**src/common/cia_defs.svh**
```systemverilog
// register map and widths of the peripheral
// included by the package and by every module that sizes ports or decodes
`ifndef CIA_DEFS_SVH
`define CIA_DEFS_SVH

//----------------------------------------
// bus widths
//----------------------------------------
`define CIA_ADDR_W  3            // byte register address
`define CIA_DATA_W  8            // byte data path

//----------------------------------------
// register addresses
//----------------------------------------
`define CIA_TA_LO   3'd0         // timer A count / latch low
`define CIA_TA_HI   3'd1         // timer A count / latch high
`define CIA_CRA     3'd2         // control register A
`define CIA_TOD_LO  3'd3         // time of day low byte
`define CIA_TOD_MID 3'd4         // time of day mid byte
`define CIA_TOD_HI  3'd5         // time of day high byte
`define CIA_CRB     3'd6         // control register B, bit 7 only
`define CIA_ICR     3'd7         // interrupt control

`define CIA_TOD_W   24           // time of day counter
`define CIA_TA_W    16           // interval timer

`endif

```
**src/common/cia_pkg.sv**
```systemverilog
// shared types of the peripheral: the broadcast register request,
// the one-hot register select and the interrupt event pulses
`include "cia_defs.svh"

package cia_pkg;

  //----------------------------------------
  // register request from the APB slave
  //----------------------------------------
  typedef struct packed {
    logic                   wr;     // one cycle write strobe
    logic                   rd;     // one cycle read strobe
    logic [`CIA_ADDR_W-1:0] addr;   // byte register
    logic [`CIA_DATA_W-1:0] wdata;  // write byte
  } bus_req_t;

  // one bit per register, decoded from the address
  typedef struct packed {
    logic icr;
    logic crb;
    logic tod_hi;
    logic tod_mid;
    logic tod_lo;
    logic cra;
    logic ta_hi;
    logic ta_lo;
  } reg_sel_t;

  // event pulses into the interrupt controller
  typedef struct packed {
    logic tod_alarm;  // flag bit 1
    logic ta_under;   // flag bit 0
  } irq_src_t;

  // address to one-hot select
  function automatic reg_sel_t decode_sel(input logic [`CIA_ADDR_W-1:0] addr);
    reg_sel_t sel;
    sel         = '0;
    sel.ta_lo   = (addr == `CIA_TA_LO);
    sel.ta_hi   = (addr == `CIA_TA_HI);
    sel.cra     = (addr == `CIA_CRA);
    sel.tod_lo  = (addr == `CIA_TOD_LO);
    sel.tod_mid = (addr == `CIA_TOD_MID);
    sel.tod_hi  = (addr == `CIA_TOD_HI);
    sel.crb     = (addr == `CIA_CRB);
    sel.icr     = (addr == `CIA_ICR);
    return sel;
  endfunction

endpackage

```
**src/apb_regif.sv**
```systemverilog
// APB slave front end: turns each transfer into one register strobe
// and returns the ORed block read data with pready in the second access cycle
`include "cia_defs.svh"

module apb_regif import cia_pkg::*; (
  input  logic                   clk,
  input  logic                   reset,
  input  logic                   psel,
  input  logic                   penable,
  input  logic                   pwrite,
  input  logic [`CIA_ADDR_W-1:0] paddr,
  input  logic [`CIA_DATA_W-1:0] pwdata,
  input  logic [`CIA_DATA_W-1:0] tod_rdata,  // time of day block
  input  logic [`CIA_DATA_W-1:0] ta_rdata,   // interval timer block
  input  logic [`CIA_DATA_W-1:0] irq_rdata,  // interrupt block
  output logic [`CIA_DATA_W-1:0] prdata,
  output logic                   pready,
  output logic                   pslverr,
  output bus_req_t               req
);

  typedef enum logic [1:0] {
    st_idle,    // waiting for psel and penable
    st_access,  // pready cycle
    st_done     // wait for penable to drop
  } state_t;

  state_t state;
  state_t state_nxt;
  logic   start;                         // first access cycle
  logic [`CIA_DATA_W-1:0] rdata_or;      // blocks return 0 when not addressed

  assign start    = (state == st_idle) && psel && penable;
  assign rdata_or = tod_rdata | ta_rdata | irq_rdata;

  //----------------------------------------
  // request broadcast
  //----------------------------------------
  assign req.wr    = start & pwrite;   // single strobe per transfer
  assign req.rd    = start & ~pwrite;
  assign req.addr  = paddr;
  assign req.wdata = pwdata;

  // next state
  always_comb begin
    state_nxt = state;
    case (state)
      st_idle:   if (start) state_nxt = st_access;
      st_access: state_nxt = st_done;
      st_done:   if (!penable) state_nxt = st_idle;  // held transfer ends here
      default:   state_nxt = st_idle;
    endcase
  end

  always_ff @(posedge clk) begin
    if (reset) begin
      state <= st_idle;
    end else begin
      state <= state_nxt;
    end
  end

  // read byte captured in the first access cycle
  always_ff @(posedge clk) begin
    if (req.rd) begin
      prdata <= rdata_or;
    end
  end

  assign pready  = (state == st_access);  // exactly one cycle
  assign pslverr = 1'b0;                  // all eight addresses exist

endmodule

```
**src/tod/tod_counter.sv**
```systemverilog
// time of day counter: 24 bit tick counter with read latch, write stop,
// alarm compare and the alarm select bit of control register B
`include "cia_defs.svh"

module tod_counter import cia_pkg::*; (
  input  logic                   clk,
  input  logic                   reset,
  input  bus_req_t               req,
  input  logic                   tod_tick,   // one cycle count pulse
  output logic [`CIA_DATA_W-1:0] rdata,
  output logic                   alarm_evt
);

  reg_sel_t              sel;
  logic                  tod_sel;        // any of the three count bytes
  logic                  tod_wr;         // write to the count
  logic                  alarm_wr;       // write to the alarm
  logic                  tod_inc;        // count advances this edge
  logic                  latch_ena;      // 0 while a byte read is in progress
  logic                  count_ena;      // 0 after a high or mid write
  logic                  crb7;           // 1 = writes go to the alarm
  logic                  count_del;      // increment happened last edge
  logic [`CIA_TOD_W-1:0] tod;
  logic [`CIA_TOD_W-1:0] alarm;
  logic [`CIA_TOD_W-1:0] tod_latch;
  logic [`CIA_TOD_W-1:0] tod_view;       // value seen by reads

  assign sel      = decode_sel(req.addr);
  assign tod_sel  = sel.tod_lo | sel.tod_mid | sel.tod_hi;
  assign tod_wr   = req.wr & ~crb7 & tod_sel;
  assign alarm_wr = req.wr & crb7 & tod_sel;
  assign tod_inc  = tod_tick & count_ena & ~tod_wr;  // a write wins over a tick

  //----------------------------------------
  // read latch
  //----------------------------------------
  always_ff @(posedge clk) begin
    if (reset) begin
      latch_ena <= 1'b1;
    end else if (req.rd && sel.tod_hi) begin
      latch_ena <= 1'b0;            // hold for mid and low
    end else if (req.rd && sel.tod_lo) begin
      latch_ena <= 1'b1;            // low byte ends the sequence
    end
  end

  always_ff @(posedge clk) begin
    if (latch_ena) begin
      tod_latch <= tod;
    end
  end

  // live count while the latch is open, so the high byte matches the frozen value
  assign tod_view = latch_ena ? tod : tod_latch;

  always_comb begin
    rdata = '0;
    if (sel.tod_hi)  rdata = tod_view[23:16];
    if (sel.tod_mid) rdata = tod_view[15:8];
    if (sel.tod_lo)  rdata = tod_view[7:0];
    if (sel.crb)     rdata = {crb7, 7'b000_0000};  // bit 7 only
  end

  //----------------------------------------
  // count, stop and restart
  //----------------------------------------
  always_ff @(posedge clk) begin
    if (reset) begin
      count_ena <= 1'b1;
    end else if (tod_wr) begin
      if (sel.tod_hi || sel.tod_mid) begin
        count_ena <= 1'b0;          // stopped until low byte
      end else begin
        count_ena <= 1'b1;
      end
    end
  end

  always_ff @(posedge clk) begin
    if (reset) begin
      tod <= '0;
    end else if (tod_wr) begin
      if (sel.tod_lo)  tod[7:0]   <= req.wdata;
      if (sel.tod_mid) tod[15:8]  <= req.wdata;
      if (sel.tod_hi)  tod[23:16] <= req.wdata;
    end else if (tod_inc) begin
      tod <= tod + 1'b1;
    end
  end

  //----------------------------------------
  // alarm
  //----------------------------------------
  always_ff @(posedge clk) begin
    if (reset) begin
      alarm <= '1;                  // never matches a fresh count
    end else if (alarm_wr) begin
      if (sel.tod_lo)  alarm[7:0]   <= req.wdata;
      if (sel.tod_mid) alarm[15:8]  <= req.wdata;
      if (sel.tod_hi)  alarm[23:16] <= req.wdata;
    end
  end

  always_ff @(posedge clk) begin
    if (reset) begin
      crb7      <= 1'b0;
      count_del <= 1'b0;
    end else begin
      if (req.wr && sel.crb) crb7 <= req.wdata[7];
      count_del <= tod_inc;
    end
  end

  // compare only right after an increment, not after a write
  assign alarm_evt = count_del && (tod == alarm);

endmodule

```
**src/timer/interval_timer.sv**
```systemverilog
// interval timer: 16 bit down counter on clk with reload latch,
// one-shot or continuous mode and an underflow event pulse
`include "cia_defs.svh"

module interval_timer import cia_pkg::*; (
  input  logic                   clk,
  input  logic                   reset,
  input  bus_req_t               req,
  output logic [`CIA_DATA_W-1:0] rdata,
  output logic                   under_evt   // one cycle per underflow
);

  reg_sel_t             sel;
  logic                 start;      // CRA bit 0
  logic                 oneshot;    // CRA bit 3
  logic                 cra_wr;
  logic                 force_load; // CRA bit 4, not stored
  logic                 underflow;  // count leaves 0 this edge
  logic [`CIA_TA_W-1:0] ta_latch;
  logic [`CIA_TA_W-1:0] ta_count;

  assign sel        = decode_sel(req.addr);
  assign cra_wr     = req.wr & sel.cra;
  assign force_load = cra_wr & req.wdata[4];
  assign underflow  = start && (ta_count == '0);

  //----------------------------------------
  // reload latch
  //----------------------------------------
  always_ff @(posedge clk) begin
    if (reset) begin
      ta_latch <= '1;
    end else if (req.wr) begin
      if (sel.ta_lo) ta_latch[7:0]  <= req.wdata;
      if (sel.ta_hi) ta_latch[15:8] <= req.wdata;
    end
  end

  //----------------------------------------
  // control register A
  //----------------------------------------
  always_ff @(posedge clk) begin
    if (reset) begin
      start   <= 1'b0;
      oneshot <= 1'b0;
    end else if (cra_wr) begin
      start   <= req.wdata[0];
      oneshot <= req.wdata[3];
    end else if (underflow && oneshot) begin
      start <= 1'b0;                // one-shot stops itself
    end
  end

  //----------------------------------------
  // down counter
  //----------------------------------------
  always_ff @(posedge clk) begin
    if (reset) begin
      ta_count <= '1;
    end else if (force_load) begin
      ta_count <= ta_latch;
    end else if (req.wr && sel.ta_hi && !start) begin
      ta_count <= {req.wdata, ta_latch[7:0]};  // stopped: high byte loads
    end else if (underflow) begin
      ta_count <= ta_latch;         // reload on the same edge
    end else if (start) begin
      ta_count <= ta_count - 1'b1;
    end
  end

  always_ff @(posedge clk) begin
    if (reset) begin
      under_evt <= 1'b0;
    end else begin
      under_evt <= underflow;
    end
  end

  // live count, control bits read back
  always_comb begin
    rdata = '0;
    if (sel.ta_lo) rdata = ta_count[7:0];
    if (sel.ta_hi) rdata = ta_count[15:8];
    if (sel.cra)   rdata = {4'b0000, oneshot, 2'b00, start};
  end

endmodule

```
**src/irq_ctrl.sv**
```systemverilog
// interrupt controller: mask register, sticky event flags cleared by
// reading ICR, and a registered irq line
`include "cia_defs.svh"

module irq_ctrl import cia_pkg::*; (
  input  logic                   clk,
  input  logic                   reset,
  input  bus_req_t               req,
  input  irq_src_t               src,
  output logic [`CIA_DATA_W-1:0] rdata,
  output logic                   irq
);

  reg_sel_t   sel;
  logic [1:0] mask;       // bit 0 timer, bit 1 alarm
  logic [1:0] flags;
  logic [1:0] evt;
  logic       pending;    // set and unmasked

  assign sel     = decode_sel(req.addr);
  assign evt     = {src.tod_alarm, src.ta_under};
  assign pending = |(flags & mask);

  always_ff @(posedge clk) begin
    if (reset) begin
      mask  <= '0;
      flags <= '0;
      irq   <= 1'b0;
    end else begin
      if (req.wr && sel.icr) begin
        if (req.wdata[7]) mask <= mask | req.wdata[1:0];  // set mode
        else              mask <= mask & ~req.wdata[1:0]; // clear mode
      end
      // read clears, a same-cycle event survives
      flags <= ((req.rd && sel.icr) ? 2'b00 : flags) | evt;
      irq   <= pending;
    end
  end

  assign rdata = sel.icr ? {pending, 5'b0_0000, flags} : '0;

endmodule

```
**src/cia_top.sv**
```systemverilog
// top level of the peripheral: APB slave, time of day counter,
// interval timer and interrupt controller on one broadcast request
`include "cia_defs.svh"

module cia_top import cia_pkg::*; (
  input  logic                   clk,
  input  logic                   reset,
  input  logic                   psel,
  input  logic                   penable,
  input  logic                   pwrite,
  input  logic [`CIA_ADDR_W-1:0] paddr,
  input  logic [`CIA_DATA_W-1:0] pwdata,
  output logic [`CIA_DATA_W-1:0] prdata,
  output logic                   pready,
  output logic                   pslverr,
  input  logic                   tod_tick,
  output logic                   irq
);

  bus_req_t               req;        // to all three blocks
  irq_src_t               irq_src;
  logic [`CIA_DATA_W-1:0] tod_rdata;
  logic [`CIA_DATA_W-1:0] ta_rdata;
  logic [`CIA_DATA_W-1:0] irq_rdata;

  apb_regif apb_regif_i (
    .clk       (clk),
    .reset     (reset),
    .psel      (psel),
    .penable   (penable),
    .pwrite    (pwrite),
    .paddr     (paddr),
    .pwdata    (pwdata),
    .tod_rdata (tod_rdata),
    .ta_rdata  (ta_rdata),
    .irq_rdata (irq_rdata),
    .prdata    (prdata),
    .pready    (pready),
    .pslverr   (pslverr),
    .req       (req)
  );

  tod_counter tod_counter_i (
    .clk       (clk),
    .reset     (reset),
    .req       (req),
    .tod_tick  (tod_tick),
    .rdata     (tod_rdata),
    .alarm_evt (irq_src.tod_alarm)
  );

  interval_timer interval_timer_i (
    .clk       (clk),
    .reset     (reset),
    .req       (req),
    .rdata     (ta_rdata),
    .under_evt (irq_src.ta_under)
  );

  irq_ctrl irq_ctrl_i (
    .clk       (clk),
    .reset     (reset),
    .req       (req),
    .src       (irq_src),
    .rdata     (irq_rdata),
    .irq       (irq)
  );

endmodule

```
**config.mk**
```make
export PLATFORM = sky130hd
export DESIGN_NAME = cia_top
export DESIGN_NICKNAME = d
export VERILOG_FILES = /design/src/common/cia_pkg.sv /design/src/apb_regif.sv /design/src/tod/tod_counter.sv /design/src/timer/interval_timer.sv /design/src/irq_ctrl.sv /design/src/cia_top.sv
export VERILOG_INCLUDE_DIRS = /design/src /design/src/common
export SDC_FILE = /design/constraint.sdc
export NUM_CORES = 1
export LEC_CHECK = 0
export BUFFER_PORTS_ARGS = -buffer_cell sky130_fd_sc_hd__buf_4
export CAP_MARGIN = 20
export CORE_ASPECT_RATIO = 0.75
export CORE_MARGIN = 2
export CORE_UTILIZATION = 30
export CTS_BUF_LIST = sky130_fd_sc_hd__clkbuf_16
export CTS_CLUSTER_SIZE = 16
export DETAILED_ROUTE_END_ITERATION = 8
export REMOVE_ABC_BUFFERS = 1
export SETUP_SLACK_MARGIN = 0.3
export SYNTH_ARGS = -nofsm -noshare
export SYNTH_HDL_FRONTEND = slang
export SYNTH_SLANG_ARGS = --single-unit
```
**constraint.sdc**
```tcl
create_clock -name clk -period 7.9 [get_ports clk]
set_clock_uncertainty 0.05 [all_clocks]
set_input_delay 2.37 -clock clk [delete_from_list [all_inputs] [get_ports clk]]
set_output_delay 2.37 -clock clk [all_outputs]
set_load 0.01 [all_outputs]
```
==> metrics.csv <==
stage,metric,value,unit
synth,Synth Flop Type,dfxtp_1,
finish,antenna diode count,0,
drt,vias after detailed routing,5596,
drt,number of remaining DRC errors,0,
min_path,WHS Path Cells,2,
synth,cell count after synthesis,731,
timing,WHS,0.413,ns
clock_network,total clock sinks,126,
clock_network,# resized after CTS,0,
drt,vias per inst,5.44,
setup_path,crit path DAT,4.87,ns
clock_network,H-tree levels,4,
synth,"Avg Cell Area, Syn",8.76,sq um
clock_network,post-CTS setup buffers,0,
synth,Post-Synthesis Cell Area,0.00640,sq mm
timing,Final Max Slew Viols,0,
power_and_ir_drop,PwrDens,206,mW/mm^2
floorplan,Boundary Pins,28,
drt,First DRT Iteration DRCs,627,
power_and_ir_drop,Peak VDD IR,146,uV
setup_path,crit path kind,in -> reg,
clock_network,Skew-Pair Late Insertion Delay,0.42,ns
synth,"FF+latch count, synth",126,
drt,WL final,19.5,mm
grt,largest net degree at the start of global routing,56,
grt,All-Layer GR Usage,17.4,%
drt,met2 WL,8.04,mm
clock_network,CTS buffer count,17,
grt,initial antenna violation count,0,
floorplan,die area,0.0225,sq mm
timing,Tcrit/Tclk final,58.6,%
drt,Detailed Routing Iterations Pass 1,5,
setup_path,Worst Path Required,8.14,ns
finish,Post-layout nets,748,
grt,first-pass GRT wire length,30.0,mm
drt,Routed Antenna Nets,0,
timing,Final Hold Viols,0,
setup_path,Critical Path Sink Type,register,
min_path,Tightest Hold Check Type,reg -> reg,
min_path,sink of the worst hold path,irq_ctrl_i.flags[0],
setup_path,r2r setup slk,4.89,ns
power_and_ir_drop,Leak,2.87,nW
synth,Yosys Warn Count,0,
drt,wire length on met3,1.55,mm
timing,"Min Clock Period, post-route",4.63,ns
synth,sequential area share after synthesis,40.6,%
clock_network,hold-fix buffers at CTS,0,
timing,Slew headroom,32.7,%
setup_path,Worst R2R Path Depth,7,
setup_path,Crit Reg-Reg Endpoint,tod_counter_i.tod[10],
placed_design,Port Buffer Count,26,
min_path,hold path start,interval_timer_i.under_evt,
timing,Fmax,0.216,GHz
timing,Worst Max-Slew Pin Slew,1.01,ns
clock_network,clock root buffer,clkbuf_16,
finish,layout overhead on the synthesized area,14.7,%
floorplan,die height,131,microns
setup_path,Critical Path Start,penable,
grt,via count of the first global-routing pass,4930,
placed_design,routability cong.,0.905,
timing,final setup fails,0,
synth,Yosys cell types,73,
timing,RSZ-0062 raised after global routing,false,
synth,share of synthesized flip-flops with an asynchronous set or reset,0,%
floorplan,core area,0.0211,sq mm
clock_network,clk slew on worst S/H paths,0.06,ns
clock_network,TritonCTS clock tree,built,
status,status,"finished, final reports clean",
floorplan,# rows,46,
drt,Top Metal Used,met4,
drt,Metal-1 WL,9.64,mm
synth,Post-synth EDFFs,8,
setup_path,R2R Path Start,apb_regif_i.state[0],
placed_design,post-DP HPWL,13.1,mm
timing,setup TNS,0,ns
setup_path,crit path max fanout,35,
run,Max Cap Violations,0,
setup_path,Setup crit start kind,primary input,
floorplan,Die Wd,173,microns
clock_network,CTS max path bufs,2,
finish,layout cell share with drive strength beyond 1,14.2,%
grt,GRT overflow,0,
drt,Avg WL per Cell,19.0,microns
floorplan,Initial Util,30.4,%
[area by class of cell]
cell class,instances,area [sq um]
Fill cell,2213,13700
Multi-Input combinational cell,537,3520
Sequential cell,126,2600
Clock buffer,17,425
Tap cell,288,360
Timing Repair Buffer,32,248
Clock inverter,14,139
Inverter,14,52.6
[registers in the layout (all words and copies together), names as in the netlist, named ones only]
register                    flops
tod_counter_i.count_ena         1
tod_counter_i.count_del         1
apb_regif_i.prdata              8
irq_ctrl_i.irq                  1
tod_counter_i.latch_ena         1
interval_timer_i.under_evt      1
tod_counter_i.tod_latch        24
interval_timer_i.oneshot        1
apb_regif_i.state               2
interval_timer_i.ta_count      16
tod_counter_i.crb7              1
tod_counter_i.tod              24
interval_timer_i.start          1
irq_ctrl_i.flags                2
interval_timer_i.ta_latch      16
tod_counter_i.alarm            24
[worst max-delay path by stage]
stage / endpoint / slack, ns
6_report: tod_counter_i.tod[10] / 3.27
5_1_grt: tod_counter_i.tod[10] / 3.05
4_1_cts: tod_counter_i.tod[10] / 3.29
3_5_place_dp: tod_counter_i.tod[10] / 2.85
3_3_place_gp: interval_timer_i.ta_count[5] / 2.91
2_1_floorplan: tod_counter_i.tod[15] / 2.95
[per-stage QoR]
step	setup slack (ns)	power (mW)	std cells	util [%]	instance area [sq um]
detailed placement	2.85	0.767	994	32.1	6750
floorplan	2.95	0.719	677	-	6170
finish	3.27	1.52	1028	34.9	7350
global route	3.05	1.56	1028	34.9	7350
CTS	3.29	1.52	1025	34.7	7320
global placement	2.91	0.766	994	32.1	6750
[routing by layer]
layer / vias to the layer above / GRT usage [%]
met1: 2652 / 26.1
met3: 23 / 3.94
met5: - / 0
li1: 2656 / -
met4: 0 / 5.13
met2: 265 / 24.6
[critical path, stage by stage]
cell and delay, ns:
buf_4 0.09, nand4bb_1 0.43, a211oi_4 0.32, buf_4 0.40, mux2i_1 0.75, o21ai_0 0.22
a22oi_1 0.23, nor2_1 0.05
[Yosys cell counts (all sizes together) (3+ instances only)]
cell type | count | area share [%]
a211oi | 13 | 1.6
a21o | 6 | 0.70
a21oi | 48 | 3.8
a221o | 3 | 0.47
a22o | 4 | 0.55
a311oi | 4 | 0.55
a31o | 6 | 0.82
a31oi | 6 | 0.59
a41oi | 3 | 0.41
and2 | 6 | 0.59
and3 | 4 | 0.39
buf | 12 | 1.1
clkbuf | 42 | 2.6
dfxtp | 118 | 37
edfxtp | 8 | 3.8
ha | 3 | 0.59
inv | 12 | 0.70
mux2 | 27 | 4.8
mux2i | 40 | 6.3
mux4 | 6 | 2.2
nand2 | 87 | 5.1
nand2b | 6 | 0.59
nand3 | 33 | 2.6
nand3b | 5 | 0.59
nand4 | 15 | 1.5
nor2 | 53 | 3.1
nor2b | 7 | 0.68
nor3 | 19 | 1.6
nor3b | 3 | 0.35
nor4 | 7 | 0.68
o211ai | 10 | 1.2
o21ai | 41 | 3.2
o221ai | 3 | 0.41
o22ai | 5 | 0.49
o31ai | 5 | 0.59
or3 | 7 | 0.84
or4 | 3 | 0.43
xnor2 | 11 | 1.5
xor2 | 17 | 2.3
[kinds of logic (layout without fill, tap and decap cells)]
group                    Yosys count  in the layout  synth area share, %
AND/OR/NAND/NOR                  261            261                 19.9
AO/OA/AOI/OAI                    171            171                 17.3
flip-flops                       126            126                 40.6
multiplexers                      73             73                 13.2
buffers and inverters             68             77                 4.53
XOR/XNOR                          28             28                 3.83
adder cells (fa/ha/maj)            3              3                0.586
other                              1              1               0.0585
[placed cells by master (no fill, tap or decap), drive strengths merged, types with 7 or more instances in the layout]
cell    Yosys  routed
nor4        7       7
mux2i      40      40
nor3       19      19
o21ai      41      41
edfxtp      8       8
buf        12      32
mux2       27      27
dfxtp     118     118
clkinv      2       8
inv        12      16
or3         7       7
clkbuf     42      17
xor2       17      17
a21oi      48      48
nand2      87      87
nor2b       7       7
a211oi     13      13
nor2       53      53
nand4      15      15
xnor2      11      11
nand3      33      33
o211ai     10      10
[where the power goes]
group          leakage, nW  internal, mW  total [mW]  switching [mW]
Clock                0.290         0.483       0.759           0.276
Combinational         1.55        0.0313      0.0952          0.0638
Sequential            1.03         0.652       0.661         0.00904
Total                 2.87          1.17        1.52           0.349
Power figures use the tool's default switching activity.
